### src/hw/lsu_cfg.svh
`ifndef LSU_CFG_SVH
`define LSU_CFG_SVH

// buffer geometry
`define LSU_RAM_DEPTH 256 // rows per bank, also what a zero length or gap means
`define LSU_RAM_BANKS 16

// derived widths
`define LSU_ROW_W  $clog2(`LSU_RAM_DEPTH)
`define LSU_BANK_W $clog2(`LSU_RAM_BANKS)
`define LSU_ADDR_W (`LSU_ROW_W + `LSU_BANK_W) // row bits above bank bits

`endif

### src/hw/lsu_pkg.sv
`include "lsu_cfg.svh"

package lsu_pkg;

    typedef logic [`LSU_ROW_W-1:0] row_t; // lengths and inner gap field
    typedef logic [`LSU_ADDR_W-1:0] addr_t;
    typedef logic signed [`LSU_ADDR_W:0] saddr_t; // msb is sign, dropped at the output
    typedef logic [`LSU_BANK_W:0] gap_ext_t; // bank bits plus sign of the outer gap

    // transpose cache mode, bit 2 set means the cache transposes
    typedef enum logic [2:0] {
        tc_conv16_dfifo = 3'd0,
        tc_conv16_sfifo = 3'd1,
        tc_conv32_dfifo = 3'd2,
        tc_conv32_sfifo = 3'd3,
        tc_trans_matrix = 3'd4,
        tc_trans_dwconv = 3'd7
    } tcache_mode_e;

    typedef enum logic [2:0] {
        st_idle              = 3'd0,
        st_move_fmap         = 3'd1,
        st_load_fmap         = 3'd2,
        st_load_trans_matrix = 3'd3,
        st_move_weight       = 3'd4,
        st_load_weight       = 3'd5,
        st_load_trans_dwconv = 3'd6
    } lsu_state_e;

endpackage

### src/hw/lsu_cfg_regs.sv
`timescale 1ns/1ps
`include "lsu_cfg.svh"

module lsu_cfg_regs import lsu_pkg::*; (
    input  logic                 clk,
    input  logic                 rst_n,
    input  logic                 cfg_vld,
    input  logic [1:0]           cfg_type,
    input  tcache_mode_e         cfg_tcache_mode,
    input  logic                 cfg_state_clr,
    input  logic                 cfg_norm_paral,
    input  row_t                 cfg_sub_gap,
    input  gap_ext_t             cfg_sys_gap_ext,
    output tcache_mode_e         tcache_mode,
    output logic                 norm_paral_mode,
    output logic                 state_clr,
    output logic                 fifo_mode,
    output logic [`LSU_ROW_W:0]  sub_gap,
    output gap_ext_t             sys_gap_ext
);

    localparam logic [`LSU_ROW_W:0] full_gap = `LSU_RAM_DEPTH;

    logic wr_bank0;
    logic wr_bank1;

    assign wr_bank0 = cfg_vld && (cfg_type == 2'd0);
    assign wr_bank1 = cfg_vld && (cfg_type == 2'd1); // types 2 and 3 fall through

    // bank 0, clear is a one cycle strobe
    always_ff @(posedge clk or negedge rst_n) begin
        if (!rst_n) begin
            tcache_mode     <= tc_conv16_dfifo;
            norm_paral_mode <= 1'b0;
            state_clr       <= 1'b0;
        end else begin
            state_clr <= wr_bank0 && cfg_state_clr;
            if (wr_bank0) begin
                tcache_mode     <= cfg_tcache_mode;
                norm_paral_mode <= cfg_norm_paral;
            end
        end
    end

    // bank 1
    always_ff @(posedge clk or negedge rst_n) begin
        if (!rst_n) begin
            sub_gap     <= 'd1; // unit stride until configured
            sys_gap_ext <= '0;
        end else if (wr_bank1) begin
            sub_gap     <= (cfg_sub_gap == '0) ? full_gap : {1'b0, cfg_sub_gap};
            sys_gap_ext <= cfg_sys_gap_ext;
        end
    end

    assign fifo_mode = (tcache_mode == tc_conv16_sfifo) || (tcache_mode == tc_conv32_sfifo);

    // the clear strobe must not look like a level to the consumers
    a_clr_one_shot: assert property (
        @(posedge clk) disable iff (!rst_n) state_clr |=> !state_clr
    );

endmodule

### src/hw/lsu_cmd_fsm.sv
`timescale 1ns/1ps

module lsu_cmd_fsm import lsu_pkg::*; (
    input  logic         clk,
    input  logic         rst_n,
    input  logic         req,
    input  logic         we,
    input  logic         weight_mode,
    input  logic         mv_last_dis,
    input  addr_t        start_addr,
    input  row_t         sub_len,
    input  row_t         sys_len,
    input  row_t         sys_gap,
    input  tcache_mode_e tcache_mode,
    input  logic         norm_paral_mode,
    input  logic         data_ok,
    output logic         grant,
    output lsu_state_e   state,
    output logic         norm_mode,
    output logic         weight_rd_mode,
    output logic         norm_parallel,
    output logic         fmap_last,
    output addr_t        cmd_addr,
    output row_t         cmd_sub_len,
    output row_t         cmd_sys_len,
    output row_t         cmd_sys_gap
);

    lsu_state_e next_state;
    logic       mv_last_dis_q;

    // {weight_mode, tcache bit 2, we} selects the access mode
    function automatic lsu_state_e decode_mode(logic wmode, logic tc_trans, logic wr);
        lsu_state_e st;
        casez ({wmode, tc_trans, wr})
            3'b000:  st = st_move_fmap;
            3'b001:  st = st_load_fmap;
            3'b011:  st = st_load_trans_matrix;
            3'b1?0:  st = st_move_weight; // weight read never uses the cache
            3'b101:  st = st_load_weight;
            3'b111:  st = st_load_trans_dwconv;
            default: st = st_idle; // fmap read under transpose has no mode
        endcase
        return st;
    endfunction

    assign grant = req; // always accepted

    always_ff @(posedge clk or negedge rst_n) begin
        if (!rst_n) begin
            norm_mode     <= 1'b0;
            mv_last_dis_q <= 1'b0;
        end else if (req) begin
            norm_mode     <= weight_mode;
            mv_last_dis_q <= mv_last_dis;
        end
    end

    // command payload
    always_ff @(posedge clk) begin
        if (req) begin
            cmd_addr    <= start_addr;
            cmd_sub_len <= sub_len;
            cmd_sys_len <= sys_len;
            cmd_sys_gap <= sys_gap;
        end
    end

    always_comb begin
        next_state = state;
        if ((state == st_idle) || data_ok) begin
            next_state = req ? decode_mode(weight_mode, tcache_mode[2], we) : st_idle;
        end
    end

    always_ff @(posedge clk or negedge rst_n) begin
        if (!rst_n) begin
            state          <= st_idle;
            weight_rd_mode <= 1'b0;
        end else begin
            state          <= next_state;
            weight_rd_mode <= (state == st_move_weight);
        end
    end

    assign norm_parallel = (state == st_move_weight) || norm_paral_mode;
    assign fmap_last     = (state == st_move_fmap) && !mv_last_dis_q && data_ok;

    // a new command may only be issued when idle or on the completion beat
    a_req_when_free: assert property (
        @(posedge clk) disable iff (!rst_n) ((state != st_idle) && !data_ok) |-> !req
    );

endmodule

### src/hw/lsu_addr_gen.sv
`timescale 1ns/1ps
`include "lsu_cfg.svh"

module lsu_addr_gen import lsu_pkg::*; (
    input  logic                clk,
    input  logic                rst_n,
    input  logic                req,
    input  addr_t               start_addr,
    input  lsu_state_e          state,
    input  addr_t               cmd_addr,
    input  row_t                cmd_sub_len,
    input  row_t                cmd_sys_len,
    input  row_t                cmd_sys_gap,
    input  logic [`LSU_ROW_W:0] sub_gap,
    input  gap_ext_t            sys_gap_ext,
    input  logic                fifo_mode,
    input  logic                load_vld,
    input  logic                move_fmap_en,
    output addr_t               addr,
    output logic                addr_valid,
    output logic                wr_en,
    output logic                data_ok
);

    saddr_t work_addr;
    row_t   sub_cnt;
    row_t   sys_cnt;
    row_t   sub_last;
    row_t   sys_last;
    logic   sub_end;
    logic   sys_end;
    logic   is_load;
    logic   beat;
    logic   odd_round;
    saddr_t sub_stride;
    saddr_t sys_stride;
    saddr_t sys_gap_raw;
    saddr_t step;

    // a zero length wraps to 255 here, so it counts 256 beats
    assign sub_last = cmd_sub_len - 1'b1;
    assign sys_last = cmd_sys_len - 1'b1;
    assign sub_end  = (sub_cnt == sub_last);
    assign sys_end  = (sys_cnt == sys_last);

    assign is_load = (state == st_load_fmap) || (state == st_load_trans_matrix) ||
                     (state == st_load_weight) || (state == st_load_trans_dwconv);

    always_comb begin
        case (state)
            st_move_weight: beat = 1'b1; // weight read streams every cycle
            st_move_fmap:   beat = move_fmap_en;
            st_load_fmap,
            st_load_trans_matrix,
            st_load_weight,
            st_load_trans_dwconv: beat = load_vld;
            default:        beat = 1'b0;
        endcase
    end

    // sub_gap already carries the zero expansion
    assign sub_stride  = {{(`LSU_ADDR_W - `LSU_ROW_W){1'b0}}, sub_gap};
    assign sys_gap_raw = {sys_gap_ext, cmd_sys_gap}; // signed 13 bit outer stride
    assign sys_stride  = (sys_gap_raw == '0) ? saddr_t'(`LSU_RAM_DEPTH) : sys_gap_raw;

    // dual fifo fmap reads need even steps
    assign odd_round = (state == st_move_fmap) && !fifo_mode;

    always_comb begin
        step = sub_end ? sys_stride : sub_stride;
        if (odd_round && step[0]) begin
            step = step + saddr_t'(1);
        end
    end

    always_ff @(posedge clk or negedge rst_n) begin
        if (!rst_n) begin
            work_addr <= '0;
            sub_cnt   <= '0;
            sys_cnt   <= '0;
        end else if (req) begin
            work_addr <= saddr_t'({1'b0, start_addr}); // first beat uses the start address
            sub_cnt   <= '0;
            sys_cnt   <= '0;
        end else if (beat) begin
            if (!sub_end) begin
                sub_cnt   <= sub_cnt + 1'b1;
                work_addr <= work_addr + step;
            end else if (!sys_end) begin
                sub_cnt   <= '0;
                sys_cnt   <= sys_cnt + 1'b1;
                work_addr <= work_addr + step;
            end else begin
                // pattern done, park on the command base
                sub_cnt   <= '0;
                sys_cnt   <= '0;
                work_addr <= saddr_t'({1'b0, cmd_addr});
            end
        end
    end

    assign addr       = work_addr[`LSU_ADDR_W-1:0]; // sign bit dropped, wraps at 12 bits
    assign addr_valid = beat;
    assign wr_en      = is_load; // held for the whole load, beat or not
    assign data_ok    = beat && sub_end && sys_end;

    // buffer strobes only while a command runs and its counters stay inside the pattern
    a_no_strobe_idle: assert property (
        @(posedge clk) disable iff (!rst_n) (wr_en || addr_valid) |->
            ((state != st_idle) && (sub_cnt <= sub_last) && (sys_cnt <= sys_last))
    );

endmodule

### src/hw/lsu_top.sv
`timescale 1ns/1ps
`include "lsu_cfg.svh"

module lsu_top import lsu_pkg::*; (
    input  logic         clk,
    input  logic         rst_n,
    // command
    input  logic         req,
    output logic         grant,
    input  logic         we,
    input  logic         weight_mode,
    input  logic         mv_last_dis,
    input  addr_t        start_addr,
    input  row_t         sub_len,
    input  row_t         sys_len,
    input  row_t         sys_gap,
    output logic         data_ok,
    // configuration
    input  logic         cfg_vld,
    input  logic [1:0]   cfg_type,
    input  tcache_mode_e cfg_tcache_mode,
    input  logic         cfg_state_clr,
    input  logic         cfg_norm_paral,
    input  row_t         cfg_sub_gap,
    input  gap_ext_t     cfg_sys_gap_ext,
    // beat enables
    input  logic         load_vld,     // from the network
    input  logic         move_fmap_en, // from the transpose cache
    // buffer side
    output addr_t        addr,
    output logic         addr_valid,
    output logic         wr_en,
    // status and mode
    output tcache_mode_e tcache_mode,
    output logic         state_clr,
    output logic         fifo_mode,
    output logic         norm_mode,
    output logic         weight_rd_mode,
    output logic         norm_parallel,
    output logic         fmap_last
);

    logic                norm_paral_mode;
    logic [`LSU_ROW_W:0] sub_gap;
    gap_ext_t            sys_gap_ext;
    lsu_state_e          state;
    addr_t               cmd_addr;
    row_t                cmd_sub_len;
    row_t                cmd_sys_len;
    row_t                cmd_sys_gap;

    lsu_cfg_regs u_cfg_regs (.clk, .rst_n, .cfg_vld, .cfg_type, .cfg_tcache_mode, .cfg_state_clr,
        .cfg_norm_paral, .cfg_sub_gap, .cfg_sys_gap_ext, .tcache_mode, .norm_paral_mode,
        .state_clr, .fifo_mode, .sub_gap, .sys_gap_ext);

    lsu_cmd_fsm u_cmd_fsm (.clk, .rst_n, .req, .we, .weight_mode, .mv_last_dis, .start_addr,
        .sub_len, .sys_len, .sys_gap, .tcache_mode, .norm_paral_mode, .data_ok, .grant, .state,
        .norm_mode, .weight_rd_mode, .norm_parallel, .fmap_last, .cmd_addr, .cmd_sub_len,
        .cmd_sys_len, .cmd_sys_gap);

    lsu_addr_gen u_addr_gen (.clk, .rst_n, .req, .start_addr, .state, .cmd_addr, .cmd_sub_len,
        .cmd_sys_len, .cmd_sys_gap, .sub_gap, .sys_gap_ext, .fifo_mode, .load_vld,
        .move_fmap_en, .addr, .addr_valid, .wr_en, .data_ok);

endmodule

### config.mk
export PLATFORM = sky130hd
export DESIGN_NAME = lsu_top
export DESIGN_NICKNAME = d
export VERILOG_FILES = /design/src/hw/lsu_pkg.sv /design/src/hw/lsu_cfg_regs.sv /design/src/hw/lsu_cmd_fsm.sv /design/src/hw/lsu_addr_gen.sv /design/src/hw/lsu_top.sv
export VERILOG_INCLUDE_DIRS = /design/src /design/src/hw
export SDC_FILE = /design/constraint.sdc
export NUM_CORES = 1
export LEC_CHECK = 0
export BUFFER_PORTS_ARGS = -buffer_cell sky130_fd_sc_hd__buf_2
export CORE_MARGIN = 1.5
export CORE_UTILIZATION = 50
export CTS_BUF_LIST = sky130_fd_sc_hd__clkbuf_4
export DETAILED_ROUTE_END_ITERATION = 12
export HOLD_SLACK_MARGIN = 0.05
export PLACE_DENSITY_LB_ADDON = 0.08
export SYNTH_ARGS = -nofsm -noshare
export SYNTH_HDL_FRONTEND = slang
export SYNTH_SLANG_ARGS = --single-unit
### constraint.sdc
create_clock -name clk -period 9 [get_ports clk]
set_input_delay 0 -clock clk [delete_from_list [all_inputs] [get_ports clk]]
set_output_delay 0 -clock clk [all_outputs]
set_load 0.05 [all_outputs]
==> flow_summary_export.csv, run 1 <==
group,metric,value,unit
critical_path,critPathBufInv,1,
cts,clkLatencyLatePin,0.46,ns
synth,synth.distinct_cells,77,
synth,synth_ff_type,"sky130_fd_sc_hd__dfrtp_1",
synth,synthesis.area,5230,sq um
timing,final-max-slew-violation-count,0,
die,dieArea,11100,sq um
synth,ys_seq_area_share,46.1,%
critical_path,crit_path_max_fanout,20,
synth,yosysTopAreaCell,"sky130_fd_sc_hd__dfrtp_1",
die,fp-row-count,37,
worst_hold_path,holdCritPathClass,"input pin to async pin",
timing,timing.fmax,0.238,GHz
synth,yosys_warnings,0,
synth,post_synth_main_area_contributors,"sky130_fd_sc_hd__dfrtp_1 (25%), sky130_fd_sc_hd__edfxtp_1 (21%), sky130_fd_sc_hd__mux2_2 (4.3%)",
pwr,p_int,781,uW
drt,first_pass_iters,4,
drt,first_iter_violations,193,
run,cap_viol_max_count,0,
timing,max-slew-margin-rel,25.9,%
grt,busiest_layer,"met2",
timing,layout_worst_path_cycle_share,46.7,%
pwr,ir_worst_vdd,0.233,mV
cts,postCtsSetupBuffers,0,
pwr,seq_power_share,41.1,%
die,ios,90,
grt,m3_gr_usage,4.14,%
placed_design,globalplace.congestion,0.896,
placed_design,io_buffer_count,89,
timing,finClkSkew,0.0154,ns
run_status,outcome,"finished, final reports clean",
cts,clock-root-buffer,"sky130_fd_sc_hd__clkbuf_4",
timing,final.hold.worst_slack,0.196,ns
cts,clk_pin_slew_worst_paths,0.13,ns
synth,post_synth_most_frequent_cells,"sky130_fd_sc_hd__dfrtp_1 (52), sky130_fd_sc_hd__nand2_1 (42), sky130_fd_sc_hd__edfxtp_1 (36)",
synth,netlist.area_leader.share,24.9,%
critical_path,cpMaxStageDelayCell,"sky130_fd_sc_hd__o211a_1",
finish,final_layout_size_suffix_gt1_share,22.3,%
grt,antenna_found_initial,0,
cts,htree_num_levels,3,
critical_path,crit_family,"compound AO/OA/AOI/OAI gates",
cts,cts_max_path_buffers,2,
timing,hold_viol,0,
critical_path,timing.critical_path.mode_cell,"sky130_fd_sc_hd__ha_1",
finish,layout-area-overhead-vs-synth,25.0,%
drt,drc,0,
die,floorplan.initialDensity,51.1,%
synth,syn_nets,580,
die,die_w,105,microns
synth,netlist_instances,498,
critical_path,critical_path.max_stage_delay,0.66,ns
synth,post_synth.cell_area_avg,10.5,sq um
drt,detail_route.wl_per_cell,15.6,microns
pwr,sw_pwr,574,uW
pwr,share_clk_of_total_power,14.7,%
finish,layout.nets,726,
synth,yosysMostFrequentCell,"sky130_fd_sc_hd__dfrtp_1",
cts,ctsHoldBuffers,64,
critical_path,worstPathRequired,9.33,ns
timing,final_setup_fails,0,
timing,tightest_slew,1.11,ns
grt,maximum_number_of_pins_on_one_net_before_global_route_repair,79,
critical_path,path_cells,"inv_1, ha_1, nor3b_1, a21oi_1, nor4b_4, o211a_1, mux2i_1, nor2_1, xnor2_1, ha_1, a21o_1, a41oi_1, xor2_1, a31oi_1, a211oi_1, o31ai_1",
drt,postRouteAntennaNets,0,
timing,fin_crit,4.20,ns
critical_path,arrival,4.53,ns
grt,gr-usage-met1,32.1,%
pwr,power.density,207,nW/um^2
grt,grt.met2_usage,36.8,%
timing,setup_slack,4.80,ns
grt,overflow,0,
synth,postSynth.asyncResetShare,59.6,%
critical_path,setup.worst_path.class,"flip-flop to flip-flop",
critical_path,endpoint_kind,"flip-flop",
drt,num_vias,4386,
pwr,power_leakage,2.78,nW
critical_path,timing.critical_path.from_type,"flip-flop",
drt,wl,12200,microns
timing,rsz0062_at_grt,"no",
die,die_h,105,microns
grt,grt_first_pass_wirelength,20500,microns
synth,synth-edff-count,36,
die,core_area,10200,sq um
placed_design,hpwlAfterDp,8200,microns
cts,cts_tree,"done",
timing,tns,0,ns
pwr,pwr-share-comb,44.1,%
drt,drt-vias-per-instance,5.59,
pwr,sw_frac_of_total,42.4,%
finish,antenna-diode-count,0,
grt,globalRouteTotalUtil,23.5,%
synth,ys_ff_latch,89,
placed_design,dpl_worst_slack,4.83,ns
grt,first_global_vias,4318,
cts,clock_sinks,89,
cts,cts_resized,0,
cts,cts_made_buffers,9,
[cell type report]
cell class | count | area, sq um
inverters | 17 | 63.8
repair buffers | 158 | 1120
clock buffers | 11 | 82.6
fillers | 847 | 3700
well taps | 136 | 170
multi-input cells | 369 | 2650
clock inverters | 5 | 32.5
flip-flops and latches | 89 | 2410
[metrics by stage]
| step | area (sq um) | instances | power, mW | utilization [%] |
|---|---|---|---|---|
| final | 6530 | 785 | 1.35 | 63.9 |
| after global routing | 6530 | 785 | 1.45 | 63.9 |
| after CTS | 6530 | 785 | 1.36 | 63.9 |
| after detailed placement | 5780 | 705 | 1.14 | 56.5 |
| after global placement | 5780 | 705 | 1.13 | 56.5 |
| after floorplan | 5230 | 498 | 0.996 | - |
[worst register-to-register path: stages (launching register included)]
cell and delay, ns:
sky130_fd_sc_hd__edfxtp_1 0.46, sky130_fd_sc_hd__inv_1 0.08, sky130_fd_sc_hd__ha_1 0.18, sky130_fd_sc_hd__nor3b_1 0.31
sky130_fd_sc_hd__a21oi_1 0.17, sky130_fd_sc_hd__nor4b_4 0.26, sky130_fd_sc_hd__o211a_1 0.66, sky130_fd_sc_hd__mux2i_1 0.44
sky130_fd_sc_hd__nor2_1 0.11, sky130_fd_sc_hd__xnor2_1 0.19, sky130_fd_sc_hd__ha_1 0.30, sky130_fd_sc_hd__a21o_1 0.17
sky130_fd_sc_hd__a41oi_1 0.18, sky130_fd_sc_hd__xor2_1 0.16, sky130_fd_sc_hd__a31oi_1 0.06, sky130_fd_sc_hd__a211oi_1 0.25
sky130_fd_sc_hd__o31ai_1 0.10
[power groups by stage]
stage	logic, mW	clock network (mW)	registers [mW]
after global routing	0.659	0.224	0.568
after global placement	0.562	0	0.564
final	0.598	0.200	0.557
after detailed placement	0.573	0	0.566
after CTS	0.599	0.206	0.557
after floorplan	0.378	0	0.617
[state kept, by name, summed over array words and instances, names as in the netlist]
| signal | cells |
|---|---|
| u_addr_gen.work_addr | 12 |
| u_cfg_regs.norm_paral_mode | 1 |
| u_addr_gen.sys_cnt | 8 |
| u_cfg_regs.tcache_mode | 3 |
| u_cfg_regs.sys_gap_ext | 5 |
| u_cfg_regs.state_clr | 1 |
| u_cmd_fsm.cmd_sub_len | 8 |
| u_cmd_fsm.mv_last_dis_q | 1 |
| u_cmd_fsm.cmd_sys_gap | 8 |
| u_addr_gen.sub_cnt | 8 |
| u_cmd_fsm.norm_mode | 1 |
| u_cfg_regs.sub_gap | 9 |
| u_cmd_fsm.state | 3 |
| u_cmd_fsm.weight_rd_mode | 1 |
| u_cmd_fsm.cmd_sys_len | 8 |
| u_cmd_fsm.cmd_addr | 12 |
[worst paths after layout]
kind / startpoint / end / slack [ns] / cells after the start
max: u_cmd_fsm.cmd_sub_len[0] / u_addr_gen.work_addr[10] / 4.80 / 16
min: rst_n / u_cfg_regs.sys_gap_ext[1] / 0.20 / 3
max reg2reg: u_cmd_fsm.cmd_sub_len[0] / u_addr_gen.work_addr[10] / 4.80 / 16
min reg2reg: u_cfg_regs.sub_gap[8] / u_cfg_regs.sub_gap[8] / 0.51 / 2
max in group asynchronous: rst_n / u_addr_gen.sys_cnt[0] / 8.33 / 3
min in group clk: sys_len[5] / u_cmd_fsm.cmd_sys_len[5] / 0.23 / 2
[kinds of logic after synthesis]
| kind of cell | count (synthesis) | synth area share, % |
|---|---|---|
| DFF | 89 | 46.1 |
| and+or+nand+nor | 166 | 17.4 |
| adders and majority gates | 17 | 4.21 |
| AOI/OAI and AO/OA | 119 | 16.3 |
| xor gates and xnor gates | 42 | 7.30 |
| buffers and inverters | 40 | 3.33 |
| muxes | 25 | 5.36 |
[layer usage]
| metal | vias up | routed length, microns |
|---|---|---|
| met5 | - | 0 |
| met4 | 0 | 277 |
| met3 | 19 | 544 |
| met2 | 100 | 5650 |
| met1 | 2101 | 5740 |
| li1 | 2166 | - |
[cell usage in the layout, fill, tap and decap left out, types with 4 or more instances in the layout]
cell and instances:
sky130_fd_sc_hd__a211oi_1 11, sky130_fd_sc_hd__nor3b_1 5, sky130_fd_sc_hd__nor3_1 7, sky130_fd_sc_hd__and3_1 6, sky130_fd_sc_hd__o21ai_1 10, sky130_fd_sc_hd__mux2_2 20
sky130_fd_sc_hd__nor2b_1 5, sky130_fd_sc_hd__o31ai_1 12, sky130_fd_sc_hd__dfrtp_1 52, sky130_fd_sc_hd__mux2i_1 4, sky130_fd_sc_hd__nand3b_1 4, sky130_fd_sc_hd__nor2_1 32
sky130_fd_sc_hd__clkbuf_4 11, sky130_fd_sc_hd__buf_4 5, sky130_fd_sc_hd__a21o_1 8, sky130_fd_sc_hd__nor4_1 10, sky130_fd_sc_hd__ha_1 16, sky130_fd_sc_hd__nand3_1 18
sky130_fd_sc_hd__o21ai_0 10, sky130_fd_sc_hd__inv_1 16, sky130_fd_sc_hd__nand4_1 10, sky130_fd_sc_hd__edfxtp_1 36, sky130_fd_sc_hd__dlygate4sd3_1 64, sky130_fd_sc_hd__xnor2_1 16
sky130_fd_sc_hd__nand2_1 42, sky130_fd_sc_hd__a21oi_1 23, sky130_fd_sc_hd__a31oi_1 7, sky130_fd_sc_hd__xor2_1 25, sky130_fd_sc_hd__buf_2 89
No activity file was read; power rests on OpenSTA's default activity.
==> run 2, diff against run 1 <==
Settings changed: ABC_AREA set to 1.
Clock period 9 ns to 4.05 ns, I/O delays scaled along.
==> run 2 against run 1 <==
- worst hold slack worse by 0.10 ns
- die area is 0.61% lower
- largest power group unchanged
- non-clock buffer count is 26 higher
- utilization is 5.3 points higher
- highest routed layer unchanged
- global-route usage is 2.2 points higher
- total power grew to 2.7 times the previous value
- critical path type unchanged
- area after synthesis is 0.62% lower
- fmax is 6.6% higher
- clock skew is 0.014 ns higher
==> flow_summary_export.csv, run 2 <==
group,metric,value,unit
run_status,outcome,"finished, final reports clean",
finish,area_taken_by_multi_input_logic_gates,2640,sq um
die,floorplan.initialDensity,51.0,%
timing,setup_slack,0.109,ns
critical_path,timing.critical_path.mode_cell,"sky130_fd_sc_hd__nand2_1",
pwr,pwr-share-comb,50.2,%
synth,synth.distinct_cells,45,
timing,final_setup_fails,0,
cts,clkLatencyLatePin,0.49,ns
finish,layout-area-overhead-vs-synth,35.5,%
synth,syn_nets,688,
grt,m3_gr_usage,6.61,%
finish,layout.nets,874,
placed_design,dpl-instance-area,5930,sq um
cts,cts_made_buffers,9,
die,ios,90,
timing,hold_viol,0,
pwr,p_int,2.07,mW
grt,globalRouteTotalUtil,25.8,%
synth,synth-edff-count,36,
finish,postLayoutCoreUtil,69.1,%
die,dieArea,11000,sq um
grt,busiest_layer,"met2",
synth,synthesis.area,5190,sq um
critical_path,endpoint_kind,"flip-flop",
synth,yosys_warnings,0,
placed_design,hpwlAfterDp,9270,microns
finish,num-fill-cells,811,
finish,final_layout_size_suffix_gt1_share,26.9,%
cts,cts_tree,"done",
pwr,power_leakage,3.29,nW
cts,clock-root-buffer,"sky130_fd_sc_hd__clkbuf_4",
timing,fin_crit,3.94,ns
critical_path,worstPathRequired,4.44,ns
die,die_w,105,microns
worst_hold_path,holdCritPathClass,"input pin to flip-flop",
timing,tightest_slew,0.836,ns
pwr,ir_worst_vdd,0.507,mV
timing,tns,0,ns
synth,yosysMostFrequentCell,"sky130_fd_sc_hd__nand2_1",
cts,clock_sinks,89,
die,core_area,10200,sq um
synth,ys_seq_area_share,46.4,%
synth,post_synth_main_area_contributors,"sky130_fd_sc_hd__dfrtp_1 (25%), sky130_fd_sc_hd__edfxtp_1 (21%), sky130_fd_sc_hd__nand2_1 (8.2%)",
drt,wl,13600,microns
grt,grt_first_pass_wirelength,22400,microns
critical_path,critical_path.max_stage_delay,0.38,ns
grt,maximum_number_of_pins_on_one_net_before_global_route_repair,54,
critical_path,timing.critical_path.from_type,"flip-flop",
drt,drt-vias-per-instance,5.19,
finish,sequential_cell_area,2410,sq um
timing,layout_worst_path_cycle_share,97.3,%
pwr,share_clk_of_total_power,16.3,%
placed_design,dpl_worst_slack,-0.0344,ns
timing,timing.fmax,0.254,GHz
pwr,power.density,519,nW/um^2
synth,post_synth_most_frequent_cells,"sky130_fd_sc_hd__nand2_1 (114), sky130_fd_sc_hd__inv_1 (78), sky130_fd_sc_hd__nor2_1 (56)",
placed_design,globalplace.congestion,0.905,
synth,netlist.area_leader.share,25.0,%
finish,antenna-diode-count,0,
placed_design,io_buffer_count,89,
synth,netlist_instances,606,
cts,htree_num_levels,3,
synth,yosysTopAreaCell,"sky130_fd_sc_hd__dfrtp_1",
drt,num_vias,4839,
critical_path,crit_path_max_fanout,6,
finish,layout.cells.most_common_list,"sky130_fd_sc_hd__nand2_1 (105), sky130_fd_sc_hd__buf_2 (89), sky130_fd_sc_hd__inv_1 (74), sky130_fd_sc_hd__dlygate4sd3_1 (66)",
pwr,power,3.65,mW
drt,first_iter_violations,232,
synth,postSynth.asyncResetShare,59.6,%
drt,first_pass_iters,5,
finish,top_registers,"u_addr_gen.work_addr x12, u_cmd_fsm.cmd_addr x12, u_cfg_regs.sub_gap x9",
grt,grt.met2_usage,43.1,%
cts,clk_pin_slew_worst_paths,0.16,ns
run,cap_viol_max_count,0,
critical_path,cpMaxStageDelayCell,"sky130_fd_sc_hd__edfxtp_1",
grt,antenna_found_initial,0,
timing,finClkSkew,0.0296,ns
drt,detail_route.wl_per_cell,14.6,microns
critical_path,arrival,4.33,ns
die,die_h,105,microns
timing,rsz0062_at_grt,"yes",
finish,stdcell_area,7040,sq um
synth,post_synth.cell_area_avg,8.57,sq um
pwr,seq_power_share,33.5,%
grt,overflow,0,
grt,gr-usage-met1,32.6,%
finish,layout_commonest_cell,"sky130_fd_sc_hd__nand2_1",
timing,final-max-slew-violation-count,0,
critical_path,setup.worst_path.class,"flip-flop to flip-flop",
pwr,sw_frac_of_total,43.2,%
cts,cts_max_path_buffers,2,
synth,ys_ff_latch,89,
drt,drc,0,
timing,max-slew-margin-rel,44.1,%
pwr,sw_pwr,1.58,mW
die,fp-row-count,37,
grt,first_global_vias,4872,
synth,synth_ff_type,"sky130_fd_sc_hd__dfrtp_1",
drt,postRouteAntennaNets,0,
==> run 2: changes by cell type after synthesis, sizes merged, moves of 8 or more <==
| cell | before | now |
|---|---|---|
| nor2 | 32 | 64 |
| a21o | 8 | 0 |
| o31ai | 12 | 1 |
| o21ai | 20 | 47 |
| nand2 | 42 | 124 |
| a211oi | 11 | 0 |
| mux2 | 21 | 7 |
| a22oi | 1 | 9 |
| inv | 16 | 81 |
| nand3 | 18 | 53 |
==> run 2: per-layer routing <==
layer  up-vias  wire length [microns]
li1       2393                      -
met1      2261                   5960
met2       168                   6600
met3        17                    806
met4         0                    208
met5         -                      0
==> run 2: path summary, 6_finish.rpt <==
check,end,from,cells past startpoint,slack [ns]
worst max-delay path,u_addr_gen.work_addr[11],u_cmd_fsm.cmd_sub_len[0],33,0.11
worst min-delay path,u_cmd_fsm.mv_last_dis_q,req,3,0.09
worst max register to register,u_addr_gen.work_addr[11],u_cmd_fsm.cmd_sub_len[0],33,0.11
worst min register to register,u_cmd_fsm.norm_mode,u_cmd_fsm.norm_mode,2,0.49
max in group asynchronous,u_cmd_fsm.state[0],rst_n,3,3.39
min in group asynchronous,u_addr_gen.sub_cnt[3],rst_n,3,0.17
==> run 2: timing repair <==
item,in CTS,in global routing
buffers inserted,2,6
hold endpoints to repair,125,0
endpoints found under the setup margin,3,8
pin swaps,3,35
resized for setup,5,55
hold buffers,66,0
==> run 2: power groups by stage <==
stage	clock [mW]	sequential [mW]	combinational (mW)
2_1_floorplan	0	1.44	0.863
5_1_grt	0.641	1.24	2.02
3_3_place_gp	0	1.22	1.50
4_1_cts	0.615	1.21	1.61
3_5_place_dp	0	1.23	1.53
6_report	0.594	1.22	1.84
==> run 2: area by class of cell <==
class                   instances  area share (%)
well taps                     136            2.42
multi-input cells             425            37.4
inverters                      83            4.66
repair buffers                184            18.9
clock buffers                   9           0.959
clock inverters                 7            1.44
flip-flops and latches         89            34.2
==> run 2: through the flow <==
step           hold slack [ns]  std cells
4_1_cts                 0.0534        927
2_1_floorplan           -0.296        606
3_5_place_dp             0.178        843
3_3_place_gp             0.176        843
5_1_grt                 0.0972        933
6_report                0.0919        933
==> run 2: cells by family after synthesis <==
kind of cell               count (synthesis)  share of synthesized area, %
xor gates and xnor gates                  33                          5.56
AOI/OAI and AO/OA                         93                          10.0
muxes                                      7                          1.52
buffers and inverters                     92                          7.18
and+or+nand+nor                          275                          25.1
DFF                                       89                          46.4
adders and majority gates                 17                          4.24
==> run 2: critical path, delay by kind of cell (launching register included) <==
kind / cells / cell delay, ns
buffers and inverters: 7 / 0.74
AND/OR/NAND/NOR: 20 / 1.70
adder cells (fa/ha/maj): 2 / 0.46
flip-flops: 1 / 0.38
AO/OA/AOI/OAI: 4 / 0.54
